--- src/duc_defines.svh ---
/*
 * Settings register offsets and fixed filter constants for the
 * up-conversion chain
 */
`ifndef DUC_DEFINES_SVH
`define DUC_DEFINES_SVH

// Register offsets from BASE
`define DUC_SR_PHASE_INC 8'd0   // NCO phase increment
`define DUC_SR_SCALE     8'd1   // I scale [31:16], Q scale [15:0]
`define DUC_SR_RATE      8'd2   // Bit 9 hb enable, bits 7:0 CIC rate

// CIC interpolator
`define DUC_CIC_ORDER    4
`define DUC_CIC_MAX_LOG2 7      // Rates up to 128

// CORDIC shift-add stages after the quadrant step
`define DUC_CORDIC_STAGES 20

// Halfband accumulator, holds 9 * (a + b) - (c + d) for 18-bit taps
`define DUC_HB_ACC_W 24

`endif

--- src/duc_pkg.sv ---
/*
 * Width types shared by the up-conversion chain
 */
package duc_pkg;

   // Settings bus
   typedef logic [7:0]  set_addr_t;
   typedef logic [31:0] set_data_t;

   // Baseband component or scale factor
   typedef logic signed [15:0] iq_t;

   // Filter datapath, input widened by two LSBs
   typedef logic signed [17:0] sample_t;

   typedef logic [31:0] phase_t;    // NCO accumulator and increment
   typedef logic [23:0] angle_t;    // Top of the phase, full turn is 2^24

   typedef logic signed [23:0] cordic_t;

   typedef logic [7:0] rate_t;      // CIC interpolation rate

   // Word sent to the transmit frontend
   typedef logic signed [23:0] fe_t;

endpackage

--- src/setting_reg.sv ---
/*
 * Host-writable settings register with change flag
 */
`timescale 1ns/1ps

module setting_reg #(
   parameter duc_pkg::set_addr_t ADDR      = 8'd0,
   parameter int                 WIDTH     = 32,
   parameter logic [WIDTH-1:0]   RESET_VAL = '0
) (
   input  logic               clk,
   input  logic               rst,
   input  logic               strobe_i,
   input  duc_pkg::set_addr_t addr_i,
   input  duc_pkg::set_data_t data_i,
   output logic [WIDTH-1:0]   value_o,
   output logic               changed_o
);

   always_ff @(posedge clk) begin
      if (rst) begin
         value_o   <= RESET_VAL;
         changed_o <= 1'b0;
      end else begin
         changed_o <= 1'b0;   // Single cycle pulse
         if (strobe_i && (addr_i == ADDR)) begin
            value_o   <= data_i[WIDTH-1:0];
            changed_o <= 1'b1;
         end
      end
   end

endmodule

--- config.mk ---
export PLATFORM = sky130hd
export DESIGN_NAME = setting_reg
export DESIGN_NICKNAME = d
export VERILOG_FILES = /design/src/duc_defines.svh /design/src/duc_pkg.sv /design/src/setting_reg.sv
export SDC_FILE = /design/constraint.sdc
export NUM_CORES = 1
export LEC_CHECK = 0
export ABC_AREA = 1
export BUFFER_PORTS_ARGS = -buffer_cell sky130_fd_sc_hd__buf_2
export CAP_MARGIN = 5
export CORE_ASPECT_RATIO = 0.7
export CORE_UTILIZATION = 48
export CTS_CLUSTER_DIAMETER = 200
export DETAILED_ROUTE_END_ITERATION = 8
export GPL_ROUTABILITY_DRIVEN = 0
export GPL_TIMING_DRIVEN = 0
export PLACE_DENSITY = 0.84
export SLEW_MARGIN = 20
export SYNTH_ARGS = -nofsm -noshare
export SYNTH_HDL_FRONTEND = slang
export SYNTH_SLANG_ARGS = --single-unit
--- constraint.sdc ---
create_clock -name clk -period 1.7 [get_ports clk]
set_clock_uncertainty 0.1 [all_clocks]
set_input_delay 0.085 -clock clk [delete_from_list [all_inputs] [get_ports clk]]
set_output_delay 0.085 -clock clk [all_outputs]
set_load 0.02 [all_outputs]
==> impl_metrics.toml <==
[cts]
cts.htree.levels = 2
cts_setup_buffers = 0
clkLatencyLatePin_ns = 0.28
cts_buffers = 5
cts_root_buf = "clkbuf_8"
clockBufferDepth = 2
clk_pin_slew_worst_paths_ns = 0.07
cts_tree = "done"
cts.sinks = 33

[setup_path]
crit_type = "in2reg"
slowest_stage = "dlygate4sd3_1"
crit_path_end_kind = "register"
max_stage_delay_ns = 0.54
critical_path_arrival_ns = 1.45
required_ns = 1.82
cp_cell_sequence = "dlygate4sd3_1 -> buf_2 -> inv_1 -> buf_1 -> nand2_1 -> nor2_1"
crit_fanout = 10
worstSetupStartpointType = "input port"

[floorplanning]
rows = 16
start_util_pct = 51.9
die_h_um = 48.6
io_pins = 76
die_area_um2 = 3330
core_area_um2 = 2860
die_x_um = 68.5

[routing]
wl_um = 3360
vias = 1518
first_pass_iters = 4
drc = 0
vias_per_cell = 4.49
ant_nets = 0
post_drt_wl_per_cell_um = 9.94
drt_first_iter_violations = 57

[synthesis]
synth.yosys.seq_area_share_pct = 44.4
syn_area_per_cell_um2 = 6.79
synth_seq_cells = 33
synthDistinctLibCells = 13
synth_common_cells = "nor2_1 (68), inv_1 (35), dfxtp_1 (33), nand2_1 (33), nand3_1 (32)"
synth_edf_count = 0
synth_top_area_share_pct = 44.4
yosys-top-cells-area = "dfxtp_1 (44%), nor2_1 (17%), nand3_1 (11%), inv_1 (8.8%), nand2_1 (8.3%)"
syn_nets = 262
ys_warn_count = 0
synthFlopType = "dfxtp_1"
syn-instance-count = 219
synth_top_cell_by_area = "dfxtp_1"
async_flop_share_pct = 0
netlist_area_um2 = 1490
synth_most_common_cell = "nor2_1"

[timing]
maxSlewViolCount = 0
setup_tns_ns = 0
hold_viol = 0
fin_crit_sh_pct = 78.4
whs_ns = 0.00220
maxSlewHeadroom_pct = 71.8
fmax_ghz = 0.750
worst_pin_slew_ns = 0.423
period_minus_slack_ns = 1.33
setup_violations = 0
rsz0062_at_grt = "false"

[outcome]
status = "finished, final reports clean"

[finish]
final_core_util_pct = 70.0
antennaDiodeCount = 0
nets = 345
num-fill-cells = 271
drive_gt1_share_pct = 31.5
syn_to_final_growth_pct = 34.8

[grt]
grt_pass1_wl_um = 5580
grt_pass1_vias = 1290
track_usage_pct = 22.7
antenna_found_initial = 0
grt_max_degree = 11
grt.overflow.total = 0

[pwr]
ir_worst_vdd_mv = 0.606
power.density_nw_per_um2 = 749
leakagePower_uw = 0.00112
p_total_uw = 1500

[placement]
port_buffers = 75
place_hpwl_um = 2490

[run]
maxCapViolations = 0

[worst_hold_path]
min_path_type = "in2reg"
[sequential cells by signal, indices dropped and copies added (netlist names)]
signal and count:
value_o 32, changed_o 1
[power by group]
part / switching, uW / internal (uW)
Clock: 270 / 321
Combinational: 72.1 / 60.7
Sequential: 0.801 / 775
Total: 343 / 1160
[layer usage]
metal,track usage (%),wire length [um],vias to the layer above
met4,7.29,24,0
met5,0,0,-
met2,35.1,1510,48
met3,8.96,226,4
met1,28.4,1600,649
li1,-,-,817
[worst paths after layout]
path,start,to,slack (ns),cells past startpoint
max,rst,value_o[28]$_SDFFE_PP0P_,0.37,6
min,addr_i[4],changed_o$_SDFF_PP0_,0.002,4
max reg2reg,value_o[30]$_SDFFE_PP0P_,value_o[30]$_SDFFE_PP0P_,1.01,2
min reg2reg,value_o[21]$_SDFFE_PP0P_,value_o[21]$_SDFFE_PP0P_,0.38,2
[worst max-delay path: cells and delay by family]
kind                   cells  cell delay [ns]
AND/OR/NAND/NOR            2             0.23
buffers and inverters      4             1.14
[area by class of cell]
cell class | instances | area, um2 | area share, %
buffer | 12 | 93.8 | 4.68
tap | 36 | 45.0 | 2.25
timing repair buffer | 76 | 385 | 19.2
inverter | 35 | 131 | 6.56
clock buffer | 7 | 86.3 | 4.31
sequential | 33 | 661 | 33.0
multi-input combinational | 139 | 601 | 30.0
[per-stage QoR]
step                instance area [um2]  setup WS, ns  instances
floorplan                          1490         0.768        219
global placement                   1910         0.511        330
detailed placement                 1910         0.514        330
CTS                                2000         0.347        338
global route                       2000         0.228        338
finish                             2000         0.367        338
[cell families after synthesis]
family,Yosys count,synth area share (%)
flops,33,44.4
simple gates,139,40.4
buf+inv,47,15.2
[cell usage in the layout (no fill, tap or decap)]
cell           netlist  routed
nand3_2              1       1
nor2_2               1       1
nor2_1              68      68
nand3_1             32      32
nor2_4               2       2
nand2_1             33      33
buf_1                3       3
clkbuf_1             0       1
buf_2                3      78
dlygate4sd3_1        0       1
nor3_1               1       1
clkbuf_8             0       6
inv_1               35      35
nand3_4              1       1
dfxtp_1             33      33
buf_6                6       6
[repair_timing]
action / CTS / global route
hold buffers: 1 / 0
hold endpoints to repair: 1 / 0
gates resized for setup: 0 / 0
Power figures use the tool's default switching activity.
