$ cat src/duc_defines.svh
/*
 * Settings register offsets and fixed filter constants for the
 * up-conversion chain
 */
`ifndef DUC_DEFINES_SVH
`define DUC_DEFINES_SVH

// Register offsets from BASE
`define DUC_SR_PHASE_INC 8'd0   // NCO phase increment
`define DUC_SR_SCALE     8'd1   // I scale [31:16], Q scale [15:0]
`define DUC_SR_RATE      8'd2   // Bit 9 hb enable, bits 7:0 CIC rate

// CIC interpolator
`define DUC_CIC_ORDER    4
`define DUC_CIC_MAX_LOG2 7      // Rates up to 128

// CORDIC shift-add stages after the quadrant step
`define DUC_CORDIC_STAGES 20

// Halfband accumulator, holds 9 * (a + b) - (c + d) for 18-bit taps
`define DUC_HB_ACC_W 24

`endif

$ cat src/rate_strober.sv
/*
 * Strobe divider, passes one fast strobe out of every rate_i
 */
`timescale 1ns/1ps

module rate_strober #(
   parameter int WIDTH = 8
) (
   input  logic             clk,
   input  logic             rst,
   input  logic             enable_i,
   input  logic [WIDTH-1:0] rate_i,
   input  logic             strobe_fast_i,
   output logic             strobe_slow_o
);

   logic [WIDTH-1:0] count;
   logic             at_zero;

   assign at_zero = (count == '0);

   // Counter sits at zero while idle, so the first fast strobe goes out
   always_ff @(posedge clk) begin
      if (rst || !enable_i) begin
         count <= '0;
      end else if (strobe_fast_i) begin
         if (at_zero) begin
            count <= rate_i - 1'b1;   // Reload, rate of 1 stays at zero
         end else begin
            count <= count - 1'b1;
         end
      end
   end

   assign strobe_slow_o = enable_i && at_zero && strobe_fast_i;

endmodule

$ cat config.mk
export PLATFORM = sky130hd
export DESIGN_NAME = rate_strober
export DESIGN_NICKNAME = d
export VERILOG_FILES = /design/src/duc_defines.svh /design/src/rate_strober.sv
export SDC_FILE = /design/constraint.sdc
export NUM_CORES = 1
export LEC_CHECK = 0
export BUFFER_PORTS_ARGS = -buffer_cell sky130_fd_sc_hd__buf_2
export CELL_PAD_IN_SITES_DETAIL_PLACEMENT = 2
export CELL_PAD_IN_SITES_GLOBAL_PLACEMENT = 2
export CORE_MARGIN = 4
export CORE_UTILIZATION = 34
export CTS_BUF_LIST = sky130_fd_sc_hd__clkbuf_4
export DETAILED_ROUTE_END_ITERATION = 12
export PLACE_DENSITY_LB_ADDON = 0.1
export SLEW_MARGIN = 30
export SYNTH_ARGS = -nofsm -noshare
export SYNTH_HDL_FRONTEND = slang
export SYNTH_SLANG_ARGS = --single-unit
$ cat constraint.sdc
create_clock -name clk -period 4.5 [get_ports clk]
set_clock_uncertainty 0.05 [all_clocks]
set_input_delay 0.9 -clock clk [delete_from_list [all_inputs] [get_ports clk]]
set_output_delay 0.9 -clock clk [all_outputs]
set_load 0.05 [all_outputs]
==> metrics.md <==
| Metric | Value |
|---|---|
| Pre-CTS setup slack | `about 1.5 ns` |
| WP data required | `3.55 ns` |
| CTS tree | `yes` |
| Deepest clock path buffer count | `2` |
| Vias per cell | `5.66` |
| Post-synth EDFFs | `0` |
| CTS clk-pin slew, worst paths | `0.06 ns` |
| Pwr/cell area | `roughly 360 nW/µm²` |
| RR Endpoint | `count[4]` |
| Worst Max-Slew Pin Slew | `0.533 ns` |
| H-tree Lvls | `1` |
| Slew Limit Fails | `0` |
| Min-delay worst type | `reg2reg` |
| Vias post-DR | `617` |
| Worst Setup Start Kind | `input pin` |
| Syn Nets | `84` |
| Router iterations before antenna repair | `4` |
| Post-synthesis average cell area | `8.56 µm²` |
| Leakage | `0.000277 µW` |
| First-pass GRT wire length | `3390 µm` |
| Post-Synthesis Cell Area | `608 µm²` |
| CORE AREA | `1710 µm²` |
| DIE WIDTH | `50.3 µm` |
| Biggest regs | `count: 8 flops` |
| Endpoint class of the critical path | `primary output` |
| Post-synthesis sequential area ratio | `between 20% and 30%` |
| Setup bufs post-CTS | `0` |
| Most common cell in the netlist | `dfxtp_1` |
| Reg2reg path depth | `7` |
| Ys async rst share | `0%` |
| Synth cell count leaders | `dfxtp_1, nor2_1, nand3_1` |
| Largest delay contributor family on the critical path | `simple AND/OR/NAND/NOR gates` |
| Cell count after synthesis | `71` |
| Post-CTS sizing | `0` |
| Final core utilization | `between 40% and 50%` |
| Post-DP HPWL | `1550 µm` |
| Critical path arrival | `2.05 ns` |
| # diodes | `0` |
| Post-CTS Hold Fix Bufs | `0` |
| Largest register FFs | `8` |
| Most used cell, CP | `buf_2` |
| Nets@finish | `99` |
| Max-slew headroom | `64.2%` |
| Total gr overflow | `0` |
| Drc violations | `0` |
| IO Count | `13` |
| Initial Util | `between 30 and 40%` |
| Final Cycle Share | `66.6%` |
| Critical path peak fanout | `11` |
| Distinct cell type count after synthesis | `39` |
| Initial antenna violation count | `0` |
| Final worst slack | `1.50 ns` |
| Routed WL | `1910 µm` |
| Commonest register cell after synthesis | `dfxtp_1` |
| Fin Hold WS | `0.540 ns` |
| Hold path endpoint | `count[2]` |
| Synthesized flop and latch total | `8` |
| Rows | `15` |
| Critical path's slowest cell | `nor4b_1` |
| Fillers | `212` |
| Largest net degree at the start of global routing | `12` |
| Crit-path cells | `buf_2 -> nor4b_1 -> and3_1 -> buf_2` |
| Vias in the first global route | `roughly 710` |
| Final Hold Vio Count | `0` |
| Max VDD drop | `between 150 and 200 µV` |
| Crit path kind | `in2out` |
| CTS sink count | `8` |
| Setup_tns | `0 ns` |
| Status | `completed` |
| 1st-iter DRT viols | `1` |
| Share of the synthesized area in the top cell type | `26.3%` |
| Largest area contributor in the netlist | `dfxtp_1` |
| Synthesis-to-finish area growth | `17.3%` |
| Biggest register | `count` |
| Total track usage | `18.1%` |
| Max-cap violations | `0` |
| GP Congestion | `0.739` |
| TritonCTS Buffers | `3` |
| Layout cells sized above 1 | `26.2%` |
| Slowest Stage Delay on Critical Path | `0.46 ns` |
| Clock Tree Root | `clkbuf_4` |
| Port bufs | `12` |
| DIE AREA | `between 2000 and 3000 µm²` |
| Drt wl/cell | `17.5 µm` |
| Die H | `50.3 µm` |
| Synth Warn # | `0` |
| Fmax | `roughly 330 MHz` |
| Worst skew pair latency | `0.26 ns` |
| Final setup fails | `0` |
| R2r startpoint | `count[3]` |
| Post-route ant nets | `0` |
| Buf/Inv on CP | `2` |
| Synth top area cells | `dfxtp_1, nor4_4, nand3_1` |
| Min Tclk post-route | `3.00 ns` |
| Reg2reg setup slack | `2.24 ns` |
| RSZ-0062 raised after global routing | `false` |
| Worst Hold Path Cells | `2` |
| Launch point of the worst hold path | `count[2]` |
-- metrics by stage --
| step | area [µm²] | total power (µW) | std cells |
|---|---|---|---|
| after floorplan | 608 | 173 | 71 |
| after global placement | 691 | 199 | 106 |
| after detailed placement | 691 | 204 | 106 |
| after CTS | 713 | 264 | 109 |
| after global routing | 713 | 282 | 109 |
| final | 713 | 260 | 109 |
-- final cells by class --
class	count	area [µm²]	area share, %
repair buffers	12	60.1	8.42
clock buffers	3	22.5	3.16
flip-flops and latches	8	160	22.5
well taps	25	31.3	4.39
inverters	2	7.51	1.05
multi-input cells	59	432	60.5
-- kinds of logic (layout without fill, tap and decap cells) --
group	Yosys count	in the layout	synth area share, %
AND/OR/NAND/NOR	37	37	40.5
multiplexers	2	2	3.50
flip-flops	8	8	26.3
AO/OA/AOI/OAI	17	17	22.0
adder cells (fa/ha/maj)	1	1	2.06
XOR/XNOR	2	2	2.88
buffers and inverters	4	17	2.67
-- cell usage in the layout (no fill, tap or decap), drive strengths merged, types with 2 or more instances in the layout --
cell type,n
nand2,4
nor4,3
a211oi,2
nor4b,2
nor3,2
o211ai,2
inv,2
nor2,6
a21oi,2
nand3,5
a31oi,2
xnor2,2
and3,3
or4,2
clkbuf,3
buf,12
nand2b,4
dfxtp,8
-- how the worst max path moves through the flow --
stage                   from            end  slack [ns]  cells past startpoint
3_5_place_dp   strobe_fast_i  strobe_slow_o        1.53                      4
2_1_floorplan  strobe_fast_i  strobe_slow_o        1.81                      2
6_report       strobe_fast_i  strobe_slow_o        1.50                      4
5_1_grt        strobe_fast_i  strobe_slow_o        1.40                      4
4_1_cts        strobe_fast_i  strobe_slow_o        1.52                      4
3_3_place_gp   strobe_fast_i  strobe_slow_o        1.55                      4
-- metal layers --
metal | track usage, % | wire length [µm] | share of wire, %
met1 | 21.0 | 821 | 43
met2 | 31.7 | 1000 | 53
met3 | 7.12 | 81 | 4.2
met4 | 3.14 | 0 | 0
met5 | 0 | 0 | 0
-- worst min-delay path: cells and delay by family (launching register included) --
family,cells,cell delay (ns)
AOI/OAI and AO/OA,1,0.06
DFF,1,0.38
and+or+nand+nor,1,0.11
-- where the power goes --
group | switching, µW | total (µW) | internal (µW) | leakage, µW
clock | 27.9 | 58.7 | 30.8 | 0.0000138
combinational | 64.4 | 113 | 48.3 | 0.000198
sequential | 11.3 | 88.4 | 77.1 | 0.0000652
No activity file was read; power rests on OpenSTA's default activity.
