## config.mk

```make
export PLATFORM = sky130hd
export DESIGN_NAME = cic_interp
export DESIGN_NICKNAME = d
export VERILOG_FILES = /design/src/duc_pkg.sv /design/src/cic_interp.sv
export VERILOG_INCLUDE_DIRS = /design/src
export SDC_FILE = /design/constraint.sdc
export NUM_CORES = 2
export LEC_CHECK = 0
export BUFFER_PORTS_ARGS = -buffer_cell sky130_fd_sc_hd__buf_2
export CAP_MARGIN = 30
export CELL_PAD_IN_SITES_DETAIL_PLACEMENT = 1
export CELL_PAD_IN_SITES_GLOBAL_PLACEMENT = 1
export CORE_MARGIN = 2
export CORE_UTILIZATION = 51
export CTS_CLUSTER_DIAMETER = 80
export DETAILED_ROUTE_END_ITERATION = 10
export HOLD_SLACK_MARGIN = 0.02
export PLACE_DENSITY_LB_ADDON = 0.2
export SLEW_MARGIN = 20
export SYNTH_ARGS = -nofsm -noshare
export SYNTH_HDL_FRONTEND = slang
export SYNTH_SLANG_ARGS = --single-unit
```

## constraint.sdc

```tcl
create_clock -name clk -period 4.5 [get_ports clk]
set_input_delay 0.675 -clock clk [delete_from_list [all_inputs] [get_ports clk]]
set_output_delay 0.675 -clock clk [all_outputs]
set_load 0.01 [all_outputs]
```

## src/duc_defines.svh

```systemverilog
/*
 * Settings register offsets and fixed filter constants for the
 * up-conversion chain
 */
`ifndef DUC_DEFINES_SVH
`define DUC_DEFINES_SVH

// Register offsets from BASE
`define DUC_SR_PHASE_INC 8'd0   // NCO phase increment
`define DUC_SR_SCALE     8'd1   // I scale [31:16], Q scale [15:0]
`define DUC_SR_RATE      8'd2   // Bit 9 hb enable, bits 7:0 CIC rate

// CIC interpolator
`define DUC_CIC_ORDER    4
`define DUC_CIC_MAX_LOG2 7      // Rates up to 128

// CORDIC shift-add stages after the quadrant step
`define DUC_CORDIC_STAGES 20

// Halfband accumulator, holds 9 * (a + b) - (c + d) for 18-bit taps
`define DUC_HB_ACC_W 24

`endif

```

## src/duc_pkg.sv

```systemverilog
/*
 * Width types shared by the up-conversion chain
 */
package duc_pkg;

   // Settings bus
   typedef logic [7:0]  set_addr_t;
   typedef logic [31:0] set_data_t;

   // Baseband component or scale factor
   typedef logic signed [15:0] iq_t;

   // Filter datapath, input widened by two LSBs
   typedef logic signed [17:0] sample_t;

   typedef logic [31:0] phase_t;    // NCO accumulator and increment
   typedef logic [23:0] angle_t;    // Top of the phase, full turn is 2^24

   typedef logic signed [23:0] cordic_t;

   typedef logic [7:0] rate_t;      // CIC interpolation rate

   // Word sent to the transmit frontend
   typedef logic signed [23:0] fe_t;

endpackage

```

## src/cic_interp.sv

```systemverilog
/*
 * CIC interpolator, comb stages on the input strobe, integrators every cycle,
 * output normalised by 3 * log2(rate)
 */
`timescale 1ns/1ps
`include "duc_defines.svh"

module cic_interp (
   input  logic             clk,
   input  logic             rst,
   input  logic             enable_i,
   input  duc_pkg::rate_t   rate_i,
   input  logic             stb_in_i,
   input  duc_pkg::sample_t data_i,
   output duc_pkg::sample_t data_o
);

   localparam int N  = `DUC_CIC_ORDER;
   localparam int IW = $bits(duc_pkg::sample_t);
   localparam int W  = IW + N * `DUC_CIC_MAX_LOG2;   // Bit growth for the top rate

   logic [N:0]          stb_vec;    // stb_vec[k] is stb_in_i delayed k cycles
   logic [N-1:0]        stb_dly;
   logic signed [W-1:0] comb_in  [N];
   logic signed [W-1:0] comb     [N];
   logic signed [W-1:0] comb_dly [N];
   logic signed [W-1:0] up;
   logic signed [W-1:0] integ    [N];
   logic signed [W-1:0] scaled;
   logic [4:0]          shift;

   // Ceiling log2, exact for power-of-two rates
   function automatic logic [3:0] clog2_rate(input duc_pkg::rate_t r);
      logic [3:0]     n;
      duc_pkg::rate_t rm1;
      n   = '0;
      rm1 = r - 1'b1;
      for (int i = 0; i < 8; i++) begin
         if (|(rm1 >> i)) begin
            n = 4'(i + 1);
         end
      end
      return n;
   endfunction

   // Gain of the interpolating CIC is R^(N-1)
   assign shift  = 5'(3 * clog2_rate(rate_i));
   assign scaled = integ[N-1] >>> shift;

   always_comb begin
      stb_vec    = {stb_dly, stb_in_i};
      comb_in[0] = W'(data_i);
      for (int k = 1; k < N; k++) begin
         comb_in[k] = comb[k-1];
      end
   end

   always_ff @(posedge clk) begin
      if (rst || !enable_i) begin
         stb_dly <= '0;
         up      <= '0;
         data_o  <= '0;
         for (int k = 0; k < N; k++) begin
            comb[k]     <= '0;
            comb_dly[k] <= '0;
            integ[k]    <= '0;
         end
      end else begin
         stb_dly <= stb_vec[N-1:0];

         // Each comb fires one cycle after the one before it
         for (int k = 0; k < N; k++) begin
            if (stb_vec[k]) begin
               comb[k]     <= comb_in[k] - comb_dly[k];
               comb_dly[k] <= comb_in[k];
            end
         end

         up <= stb_vec[N] ? comb[N-1] : '0;   // Zero stuffing

         integ[0] <= integ[0] + up;
         for (int k = 1; k < N; k++) begin
            integ[k] <= integ[k] + integ[k-1];
         end

         data_o <= scaled[IW-1:0];
      end
   end

endmodule

```

==> impl_metrics.toml <==
[global_routing]
grt_pass1_vias = 31600
grt_pass1_wl_mm = 154
grt_use_met2 = 0.469
grt_max_degree = 106
grt_busiest_layer = "met2"
use_met3 = 0.0269
antenna_found_initial = 1
track_usage = 0.237
overflow = 0
gr-usage-met1 = 0.261

[clock_network]
htree_levels = 3
cts-resized-gates = 0
numClockSinks = 592
holdBufCountCts = 0
clock_latency_ns = 0.62
clock-root-buffer = "clkbuf_16"
post_cts_buffers = 0
numCtsBuffers = 71
cts_max_path_buffers = 3
clkTransAtPathRegs_ns = 0.06
tritoncts = "built"

[die]
initial_core_util = 0.515
io_pins = 48
die_y_um = 278
die_area_um2 = 77400
core_area_um2 = 74400
row_count = 100
fp.dieW_um = 278

[synthesis]
syn-cell-area_um2 = 38300
ys_async_sr_fraction = 0
synth.distinct_cells = 97
ys_warn_count = 0
seq_area_frac_synth = 0.398
ys_ff_latch = 592
synth-edff-count = 340
synthCells = 4088
synth_area_per_cell_um2 = 9.38
syn_nets = 4464
synth_flop_cell = "edfxtp_1"

[sta]
max_freq_ghz = 0.250
period_minus_slack_ns = 4.01
holdWs_ns = 0.382
setup_slack_ns = 0.493
fin_tns_setup_ns = 0
finalCritPeriodShare = 0.890
setup_viol = 0
worst_pin_slew_ns = 0.897
hold_violations = 0
fin_skew_ns = 0.0264
relSlewSlack = 0.402
maxSlewViolCount = 0
rsz0062_at_grt = "no"

[placed_design]
dpl_cell_area_um2 = 39600
gp_congestion = 0.869
preCtsSetupSlack_ns = 0.313
dp_hpwl_mm = 68.3
port_buffers = 47

[critical_path]
startpoint_type = "register"
reg2reg_slack_ns = 0.49
worst-path-max-fanout = 4
crit_path_end_kind = "register"
timing.rr.end = "comb[2][44]"
crit_type = "register to register"
r2r_start = "comb_dly[2][0]"
arrival_ns = 4.36
reg2reg_depth = 13
crit_required_ns = 4.85

[drt]
viasPerCell = 5.76
drc_errors = 0
drt_iter0_drc = 1153
drt_first_pass_iters = 4
wl_per_cell_um = 17.9
vias = 29500
ant_nets = 0
drt_wl_total_mm = 91.5

[finish]
drive_gt1_frac = 0.0650
regArea_um2 = 15300
area_delta_synth_final_pct = 9.65
fillCellCount = 8417
multiInputGateArea_um2 = 21500
finish.instance_area_um2 = 42000
n_antenna_cell = 0
layout.nets = 4470

[flow_run]
drv_cap = 0

[min_path]
holdPathStages = 2
worstHoldPathType = "primary input to register"
min_to = "comb_dly[0][16]"
hp-start = "data_i[16]"

[power_and_ir_drop]
power_w = 0.0139
power_density_nw_per_um2 = 331
power.leakage_nw = 19.1
max-vdd-ir-drop_mv = 0.339

[status]
status = "finished clean"
==> state kept, by name, summed over array words and instances, names as in the netlist <==
signal / cells
integ: 184
stb_dly: 4
data_o: 18
comb: 184
up: 46
comb_dly: 156
==> logic make-up (layout without fill, tap and decap cells) <==
kind of cell             after synthesis  count (layout)  share of synthesized area
XOR/XNOR                             271             271                     0.0621
AND/OR/NAND/NOR                     1286            1286                      0.166
multiplexers                         128             128                     0.0377
AO/OA/AOI/OAI                       1048            1048                      0.178
buffers and inverters                417             480                     0.0427
flip-flops                           592             592                      0.398
adder cells (fa/ha/maj)              346             346                      0.115
==> how the worst max path moves through the flow <==
| stage | end | startpoint | cells after the start | slack [ns] |
|---|---|---|---|---|
| after floorplan | data_o[2] | rate_i[3] | 15 | 0.43 |
| after global placement | data_o[1] | rate_i[0] | 18 | 0.35 |
| after detailed placement | data_o[1] | rate_i[0] | 18 | 0.31 |
| after CTS | comb[3][44] | comb_dly[3][0] | 13 | 0.51 |
| after global routing | comb[3][44] | comb[2][0] | 14 | 0.25 |
| final | comb[2][44] | comb_dly[2][0] | 13 | 0.49 |
==> placed cells by master (no fill, tap or decap), drive strengths merged, types with 28 or more instances in the layout <==
master and n:
nor2 451, o21a 48, o21ai 195, nand3 71, a21o 187, and2 28, a31oi 45, buf 88
nor2b 76, nand2b 63, a211oi 44, nand4 30, xnor2 148, mux2i 115, a21oi 310, dfxtp 252
and3 232, nand2 178, clkbuf 97, o21bai 37, xor2 123, nor3 85, inv 267, ha 337
edfxtp 340
==> area by class of cell <==
type,instances,area share
clock buffers,97,0.0473
clock inverters,33,0.0104
inverters,262,0.0234
multi-input cells,3079,0.512
flip-flops and latches,592,0.363
well taps,969,0.0289
repair buffers,88,0.0152
==> report_power, final <==
group / total (W) / switching [W] / internal (W)
combinational: 0.00201 / 0.00118 / 0.000823
clock: 0.00597 / 0.00233 / 0.00363
sequential: 0.00595 / 0.0000706 / 0.00588
total: 0.0139 / 0.00359 / 0.0103
==> metal layers <==
layer,up-vias,part of all wire
met5,-,0
met3,150,0.021
met1,14200,0.42
met4,0,0.026
li1,14800,-
met2,332,0.53
==> stage by stage <==
stage / cells / utilization
finish: 5120 / 0.564
global route: 5120 / 0.564
CTS: 5120 / 0.564
detailed placement: 4990 / 0.532
global placement: 4987 / 0.531
floorplan: 4088 / -
==> Yosys cell counts, types with 76 or more instances <==
library cell,instances,area [um^2]
inv_1,262,983
clkbuf_1,135,507
nor3_1,83,415
a21o_1,187,1400
o21ai_0,190,951
dfxtp_1,252,5040
nor2_1,451,1690
ha_1,337,4220
xnor2_1,147,1290
a21oi_1,307,1540
edfxtp_1,340,10200
nor2b_1,76,475
and3_1,232,1450
nand2_1,177,664
xor2_1,123,1080
mux2i_1,114,1140
==> critical path: stages (launching register included) <==
cell and delay, ns:
edfxtp_1 0.37, ha_1 0.24, fa_1 0.38, nor2b_1 0.19
o31a_1 0.21, o221a_2 0.25, a21oi_1 0.09, o211ai_1 0.42
a21oi_1 0.25, o21ai_1 0.46, a211oi_1 0.21, o21ai_0 0.32
a21oi_1 0.13, a31o_2 0.22
No activity file was read; power rests on OpenSTA's default activity.
