`config.mk`:
```
export PLATFORM = sky130hd
export DESIGN_NAME = hb_interp
export DESIGN_NICKNAME = d
export VERILOG_FILES = /design/src/duc_pkg.sv /design/src/hb_interp.sv
export VERILOG_INCLUDE_DIRS = /design/src
export SDC_FILE = /design/constraint.sdc
export NUM_CORES = 1
export LEC_CHECK = 0
export ABC_CLOCK_PERIOD_IN_PS = 6460
export BUFFER_PORTS_ARGS = -buffer_cell sky130_fd_sc_hd__buf_2
export CORE_MARGIN = 4
export CORE_UTILIZATION = 44
export DETAILED_ROUTE_END_ITERATION = 8
export GPL_TIMING_DRIVEN = 0
export PLACE_DENSITY_LB_ADDON = 0.1
export SLEW_MARGIN = 25
export SYNTH_ARGS = -nofsm -noshare
export SYNTH_HDL_FRONTEND = slang
export SYNTH_SLANG_ARGS = --single-unit
```
`constraint.sdc`:
```
create_clock -name clk -period 6.46 [get_ports clk]
set_input_delay 0.323 -clock clk [delete_from_list [all_inputs] [get_ports clk]]
set_output_delay 0.323 -clock clk [all_outputs]
set_load 0.005 [all_outputs]
```
`src/duc_defines.svh`:
```
/*
 * Settings register offsets and fixed filter constants for the
 * up-conversion chain
 */
`ifndef DUC_DEFINES_SVH
`define DUC_DEFINES_SVH

// Register offsets from BASE
`define DUC_SR_PHASE_INC 8'd0   // NCO phase increment
`define DUC_SR_SCALE     8'd1   // I scale [31:16], Q scale [15:0]
`define DUC_SR_RATE      8'd2   // Bit 9 hb enable, bits 7:0 CIC rate

// CIC interpolator
`define DUC_CIC_ORDER    4
`define DUC_CIC_MAX_LOG2 7      // Rates up to 128

// CORDIC shift-add stages after the quadrant step
`define DUC_CORDIC_STAGES 20

// Halfband accumulator, holds 9 * (a + b) - (c + d) for 18-bit taps
`define DUC_HB_ACC_W 24

`endif

```
`src/duc_pkg.sv`:
```
/*
 * Width types shared by the up-conversion chain
 */
package duc_pkg;

   // Settings bus
   typedef logic [7:0]  set_addr_t;
   typedef logic [31:0] set_data_t;

   // Baseband component or scale factor
   typedef logic signed [15:0] iq_t;

   // Filter datapath, input widened by two LSBs
   typedef logic signed [17:0] sample_t;

   typedef logic [31:0] phase_t;    // NCO accumulator and increment
   typedef logic [23:0] angle_t;    // Top of the phase, full turn is 2^24

   typedef logic signed [23:0] cordic_t;

   typedef logic [7:0] rate_t;      // CIC interpolation rate

   // Word sent to the transmit frontend
   typedef logic signed [23:0] fe_t;

endpackage

```
`src/hb_interp.sv`:
```
/*
 * Halfband x2 interpolator, 7 taps with coefficients -1/16 0 9/16 1 9/16 0 -1/16,
 * and a registered bypass path
 */
`timescale 1ns/1ps
`include "duc_defines.svh"

module hb_interp (
   input  logic             clk,
   input  logic             rst,
   input  logic             bypass_i,
   input  logic             stb_in_i,
   input  duc_pkg::sample_t data_i,
   input  logic             stb_out_i,
   output duc_pkg::sample_t data_o
);

   localparam int ACC_W = `DUC_HB_ACC_W;
   localparam int SW    = $bits(duc_pkg::sample_t);

   // Output clip limits in accumulator width
   localparam logic signed [ACC_W-1:0] SAT_HI = 2 ** (SW - 1) - 1;
   localparam logic signed [ACC_W-1:0] SAT_LO = -(2 ** (SW - 1));

   duc_pkg::sample_t        taps [4];   // taps[0] is the newest sample
   logic signed [ACC_W-1:0] inner;
   logic signed [ACC_W-1:0] outer;
   logic signed [ACC_W-1:0] acc;
   logic signed [ACC_W-1:0] rounded;
   duc_pkg::sample_t        interp;

   // Odd phase, midway between taps[2] and taps[1]
   always_comb begin
      inner   = ACC_W'(taps[1]) + ACC_W'(taps[2]);
      outer   = ACC_W'(taps[0]) + ACC_W'(taps[3]);
      acc     = (inner <<< 3) + inner - outer;      // 9 * inner - outer
      rounded = (acc + ACC_W'(8)) >>> 4;            // Divide by 16, round half up

      // Overshoot on full-scale steps can exceed the sample range
      if (rounded > SAT_HI) begin
         interp = SAT_HI[SW-1:0];
      end else if (rounded < SAT_LO) begin
         interp = SAT_LO[SW-1:0];
      end else begin
         interp = rounded[SW-1:0];
      end
   end

   always_ff @(posedge clk) begin
      if (rst) begin
         for (int i = 0; i < 4; i++) begin
            taps[i] <= '0;
         end
         data_o <= '0;
      end else if (bypass_i) begin
         if (stb_in_i) begin
            data_o <= data_i;
         end
      end else begin
         if (stb_in_i) begin
            taps[0] <= data_i;
            taps[1] <= taps[0];
            taps[2] <= taps[1];
            taps[3] <= taps[2];
         end
         if (stb_out_i) begin
            // Input strobe marks the even phase, the centre tap passes
            if (stb_in_i) begin
               data_o <= taps[1];   // Becomes taps[2] this edge
            end else begin
               data_o <= interp;
            end
         end
      end
   end

endmodule

```
==> run metrics, run 1 <==
All-Layer GR Usage between 20% and 30%; Max-Slew Margin vs Limit approximately three fifths; CP required 6.69 ns; Reg power frac between 20% and 30%; TritonRoute pass-1 iters 4; die area around 18,000 sq um; post-layout min period just over 6 ns; Max-Cap Viols 0; root buffer cell clkbuf_16; # diodes 0; pwr dens roughly 450 nW/um^2; FP Rows 46; clk slew on worst S/H paths about 0.070 ns; Clock H-tree levels 3; Core Box Area around 16,000 sq um; crit-path max FO 10; share of layout cells above drive strength 1 around an eighth; PortBufs 39; internal cell power ~2.0 mW; Seq/Total Area, Yosys between 30% and 40%; first-pass GRT wire length slightly above 30,000 um; Post-Place Setup Slack -0.223 ns; synth unique cells roughly 60; Post-Syn Nets between 800 and 900; Synth-to-Final Area Change 12.8%; Post-synth EDFFs 72; worst path arrival time ~6.4 ns; ys async rst share 0%; vias approximately 5,500; WL/cell ~19 um; Psw between 1.5 and 2 mW; vias per cell 5.48; largest net degree at the start of global routing 40; sw frac approximately 46%; num ports 41; Die Span X ~140 um; Overflow after GRT 0; Initial DRC Count between 300 and 400; Initial Utilization 45.1%; post-route ant nets 0; Chip Height 136 um; clk_lat worst skew around 0.35 ns; gpl congestion between 0.8 and 0.9; placed cell count roughly 980; Cells after Synth 721; Post-layout nets approximately 900; run status complete, no violations; yosys warns 0; crit start category flop; clock power share between 10 and 15%; Final Hold Viols 0; # DRC 0; Setup Viol. Count Final 0; initial antenna violation count 0; total CTS buffers 9; Most used DFF post-synth edfxtp_1; Worst-Margin Slew 0.628 ns; Setup Crit Path Kind flop to flop; Hold/Removal Path Class input pin to flop; crit share post-route a little over nine tenths; Yosys reg bits 90; cts hold-fix bufs 0; syn_area_per_cell between 9 and 10 sq um; Post-Syn Area 7190 sq um; CTS sink cnt 90; CTS tree built; CP Capture Type flop; Fmax achieved approximately 0.16 GHz; Slew Limit Fails 0; post-detail-place hpwl about 15,000 um; fin worst setup slack roughly 0.27 ns; Clock Skew 0.00823 ns; vias in the first global route 5,646; Area after DPL approximately 7700 sq um; clock tree buffer depth 2; P_leak 3.58 nW; Routed WL a little under 20,000 um; Fillers approximately 1,500; peak supply drop approximately 360 uV; fin cells a little under 1,000; Combinational Power Share about two thirds; Finished Cell Area between 8000 and 9000 sq um
[final cells by class]
class | count | area (sq um) | area share [%]
clock inverters | 5 | 55.1 | 0.678
well taps | 216 | 270 | 3.33
plain buffers | 20 | 90.1 | 1.11
multi-input cells | 526 | 4390 | 54.2
inverters | 85 | 319 | 3.93
repair buffers | 42 | 230 | 2.84
flip-flops and latches | 90 | 2520 | 31.1
clock buffers | 11 | 233 | 2.87
[power by group through the flow]
stage	clock (mW)	sequential [mW]	combinational, mW
after floorplan	0	0.739	1.66
after CTS	0.542	0.731	2.23
final	0.536	0.731	2.36
after global placement	0	0.742	2.19
after global routing	0.572	0.739	2.59
after detailed placement	0	0.742	2.20
[final timing paths]
check,slack [ns],from,endpoint,cells after the start
max reg2reg,0.27,taps[2][1],data_o[13],25
min,0.28,data_i[5],taps[0][5],2
min reg2reg,0.47,data_o[12],data_o[12],2
max,0.27,taps[2][1],data_o[13],25
[placed cells by master, fill, tap and decap left out, drive strengths merged, types with 28 or more instances in the layout]
| master | synthesis | final |
|---|---|---|
| nand2 | 51 | 51 |
| a21oi | 28 | 28 |
| clkbuf | 18 | 29 |
| buf | 2 | 44 |
| a21o | 33 | 33 |
| inv | 85 | 85 |
| fa | 33 | 33 |
| ha | 72 | 72 |
| and2 | 60 | 60 |
| edfxtp | 72 | 72 |
| o21ai | 36 | 36 |
[per-stage QoR]
step	power (mW)	utilization (%)	hold WS (ns)	TNS, ns
floorplan	2.39	-	0.457	0
global placement	2.94	48.0	0.444	-1.38
detailed placement	2.94	48.2	0.445	-2.95
CTS	3.50	50.1	0.264	0
global route	3.91	50.9	0.283	-0.000572
finish	3.63	50.9	0.276	0
[cells by family (layout without fill, tap and decap cells)]
logic type / count (synthesis) / count (layout) / synth area share (%)
adder cells (fa/ha/maj): 105 / 105 / 21.7
buffers and inverters: 105 / 163 / 5.69
XOR/XNOR: 46 / 46 / 5.71
AO/OA/AOI/OAI: 169 / 169 / 16.6
multiplexers: 2 / 2 / 0.296
flip-flops: 90 / 90 / 35.1
AND/OR/NAND/NOR: 204 / 204 / 14.9
[cell usage after synthesis (6+ instances only)]
| library cell | number | area [sq um] |
|---|---|---|
| nand3_1 | 7 | 35.0 |
| o221ai_1 | 12 | 105 |
| nor2_1 | 25 | 93.8 |
| a21o_1 | 32 | 240 |
| ha_1 | 72 | 901 |
| fa_1 | 33 | 661 |
| xor2_1 | 21 | 184 |
| a21oi_1 | 27 | 135 |
| nor3_1 | 19 | 95.1 |
| o31ai_1 | 6 | 45.0 |
| dfxtp_1 | 18 | 360 |
| and2_1 | 60 | 375 |
| o21ai_0 | 35 | 175 |
| o21a_1 | 6 | 45.0 |
| inv_1 | 85 | 319 |
| edfxtp_1 | 72 | 2160 |
| nand2b_1 | 12 | 75.1 |
| clkbuf_1 | 18 | 67.6 |
| nand2_1 | 51 | 191 |
| a31oi_1 | 7 | 43.8 |
| or2_2 | 7 | 43.8 |
| xnor2_1 | 24 | 210 |
[metal layers]
layer | vias up | GRT usage, % | share of wire, % | wire length, um
met4 | 0 | 6.66 | 2.1 | 401
met2 | 145 | 33.4 | 45 | 8610
met3 | 28 | 3.70 | 4.4 | 851
met5 | - | 0 | 0 | 0
met1 | 2645 | 31.9 | 49 | 9390
li1 | 2636 | - | - | -
[worst max-delay path, cell delays in order, from the launching register on]
cell and delay, ns:
edfxtp_1 0.41, ha_1 0.31, a21o_1 0.19, a21oi_2 0.20, o21ai_0 0.16, a31o_2 0.32
a211oi_2 0.33, o31ai_1 0.14, a21oi_2 0.22, xnor2_1 0.16, fa_1 0.51, inv_1 0.06
fa_1 0.49, inv_1 0.04, ha_1 0.28, ha_1 0.37, and3_1 0.23, and2_1 0.18
or3_1 0.31, o31ai_1 0.18, nand3b_1 0.21, buf_4 0.15, o21ai_2 0.07, a21boi_2 0.22
buf_6 0.17, o221ai_1 0.13
[timing repair]
item,CTS,global route
resized for setup,3,26
setup buffers,0,2
pin swaps,0,10
cloned,0,0
endpoints found under the setup margin,17,18
[state kept, by name (all words and copies together) (netlist names)]
name	count
taps	72
data_o	18
No activity file was read; power rests on OpenSTA's default activity.
==> run 2, diff against run 1 <==
--- a/config.mk
+++ b/config.mk
@@ -13,6 +13,7 @@
 export DETAILED_ROUTE_END_ITERATION = 8
 export GPL_TIMING_DRIVEN = 0
 export PLACE_DENSITY_LB_ADDON = 0.1
+export RECOVER_POWER = 50
 export SLEW_MARGIN = 25
 export SYNTH_ARGS = -nofsm -noshare
 export SYNTH_HDL_FRONTEND = slang
==> run metrics, run 2 (synthesis results as in run 1) <==
post-detail-place hpwl 15,100 um (unchanged); FP Rows 46 (unchanged); Overflow after GRT 0 (unchanged); Fmax achieved 0.162 GHz (+0.10%); largest net degree at the start of global routing 40 (unchanged); crit share post-route 95.7% (-0.10 points); Initial Utilization 45.1% (unchanged); Max-Slew Margin vs Limit -18.8% (-77 points); placed cell count 977 (unchanged); run status complete, but fails checks; Max-Cap Viols 1 (+1); commonest non-fill, non-tap cell in the layout inv_1; num ports 41 (unchanged); Die Span X 136 um (unchanged); # DRC 0 (unchanged); first-pass GRT wire length 30,600 um (unchanged); worst r2r dst data_o[5]; worst path arrival time 6.40 ns (about the same); All-Layer GR Usage 21.9% (unchanged); CTS sink cnt 90 (unchanged); Setup Crit Path Kind flop to flop; CP required 6.68 ns (about the same); WL/cell 19.3 um (-0.37%); vias in the first global route 5,646 (unchanged); Synth-to-Final Area Change 12.5%; Core Box Area 15,900 sq um (unchanged); vias per cell 5.47 (-0.28%); most used cell along the critical path ha_1; Setup Viol. Count Final 0 (unchanged); Clock H-tree levels 3 (unchanged); share of layout cells above drive strength 1 10.7% (-1.7 points); Fin Setup TNS 0 ns (unchanged); # diodes 0 (unchanged); Worst-Margin Slew 1.78 ns (+1.15 ns); Chip Height 136 um (unchanged); initial antenna violation count 0 (unchanged); biggest regs taps (72), data_o (18); pwr dens 447 nW/um^2 (about the same); max incr delay on CP 0.52 ns (about the same); Slew Limit Fails 34 (+34); R2R depth 25 (unchanged); peak supply drop 364 uV (about the same); PortBufs 39 (unchanged); P_leak 3.52 nW (-1.9%); root buffer cell clkbuf_16; clk_lat worst skew 0.35 ns (about the same); r2r setup slk 0.28 ns (about the same); Final Hold Viols 0 (unchanged); Post-layout nets 902 (unchanged); vias 5,439 (-0.28%); hold endpoint taps[0][5]; TritonRoute pass-1 iters 5 (+1); launch point of the worst reg-to-reg path taps[2][1]; Initial DRC Count 353 (-12%); total CTS buffers 9 (unchanged); Hold/Removal Path Class input pin to flop; CP max stage cell fa_1; CP Capture Type flop; crit-path max FO 10 (unchanged); Biggest register taps; die area 18,500 sq um (unchanged); hold depth 2 (unchanged); clock tree buffer depth 2 (unchanged); Routed WL 19,200 um (-0.37%); CTS tree built; post-route ant nets 0 (unchanged); cts hold-fix bufs 0 (unchanged); fin cells 995 (unchanged); Clock Skew 0.00668 ns (-0.00155 ns); commonest non-fill, non-tap cells in the layout inv_1, edfxtp_1, ha_1, nand2_1, and2_1; violated checks max-capacitance violations, max-slew violations; clk slew on worst S/H paths 0.07 ns (about the same); crit start category flop; gpl congestion 0.882 (unchanged); number of flip-flops in the largest register 72 (unchanged); hold_sp data_i[5]; post-layout min period 6.18 ns (-0.00644 ns)
## run 2: cell types whose count changed in the layout (fill, tap and decap cells not counted), sizes merged
cell / previous run / this run
buf: 44 / 32
clkbuf: 29 / 41
## run 2: critical path, delay by kind of cell (launching register included)
| kind | cells | cell delay (ns) |
|---|---|---|
| DFF | 1 | 0.41 |
| adders and majority gates | 5 | 1.98 |
| and+or+nand+nor | 4 | 0.93 |
| xor gates and xnor gates | 1 | 0.17 |
| AOI/OAI and AO/OA | 11 | 2.14 |
| buffers and inverters | 4 | 0.42 |
## run 2: cell type report
class | instances | area [sq um]
multi-input combinational | 526 | 4390
buffer | 20 | 90.1
tap | 216 | 270
fill | 1536 | 7850
clock inverter | 5 | 55.1
timing repair buffer | 42 | 215
clock buffer | 11 | 233
sequential | 90 | 2520
inverter | 85 | 319
## run 2: layer usage
metal / vias up / track usage (%) / share of wire (%)
li1: 2637 / - / -
met1: 2640 / 31.9 / 49
met2: 133 / 33.4 / 45
met3: 29 / 3.70 / 4.8
met4: 0 / 6.66 / 1.9
met5: - / 0 / 0
## run 2: how the worst max path moves through the flow
| stage | from | to | slack, ns | cells past startpoint |
|---|---|---|---|---|
| 5_1_grt | taps[2][1] | data_o[14] | -0.0006 | 25 |
| 6_report | taps[2][1] | data_o[5] | 0.28 | 25 |
| 3_5_place_dp | taps[1][0] | data_o[5] | -0.22 | 25 |
| 3_3_place_gp | taps[1][0] | data_o[16] | -0.14 | 24 |
| 2_1_floorplan | taps[1][0] | data_o[10] | 0.88 | 26 |
| 4_1_cts | taps[2][1] | data_o[5] | 0.002 | 24 |
## run 2: timing repair
item	CTS	global route
gates resized for setup	3	26
setup endpoints to repair	17	18
pin swaps	0	10
setup buffers	0	2
## run 2: where the power goes
| group | internal, mW | switching (mW) |
|---|---|---|
| combinational | 0.961 | 1.39 |
| sequential | 0.696 | 0.0360 |
| clock | 0.300 | 0.239 |
| total | 1.96 | 1.66 |
## run 2: through the flow
step	setup slack, ns	instance area [sq um]	hold WS, ns	total power [mW]	util [%]
3_3_place_gp	-0.141	7660	0.444	2.94	48.0
3_5_place_dp	-0.223	7680	0.445	2.94	48.2
6_report	0.280	8090	0.276	3.62	50.8
5_1_grt	-0.000572	8090	0.283	3.90	50.8
4_1_cts	0.00226	7990	0.264	3.50	50.1
2_1_floorplan	0.885	7190	0.457	2.39	-
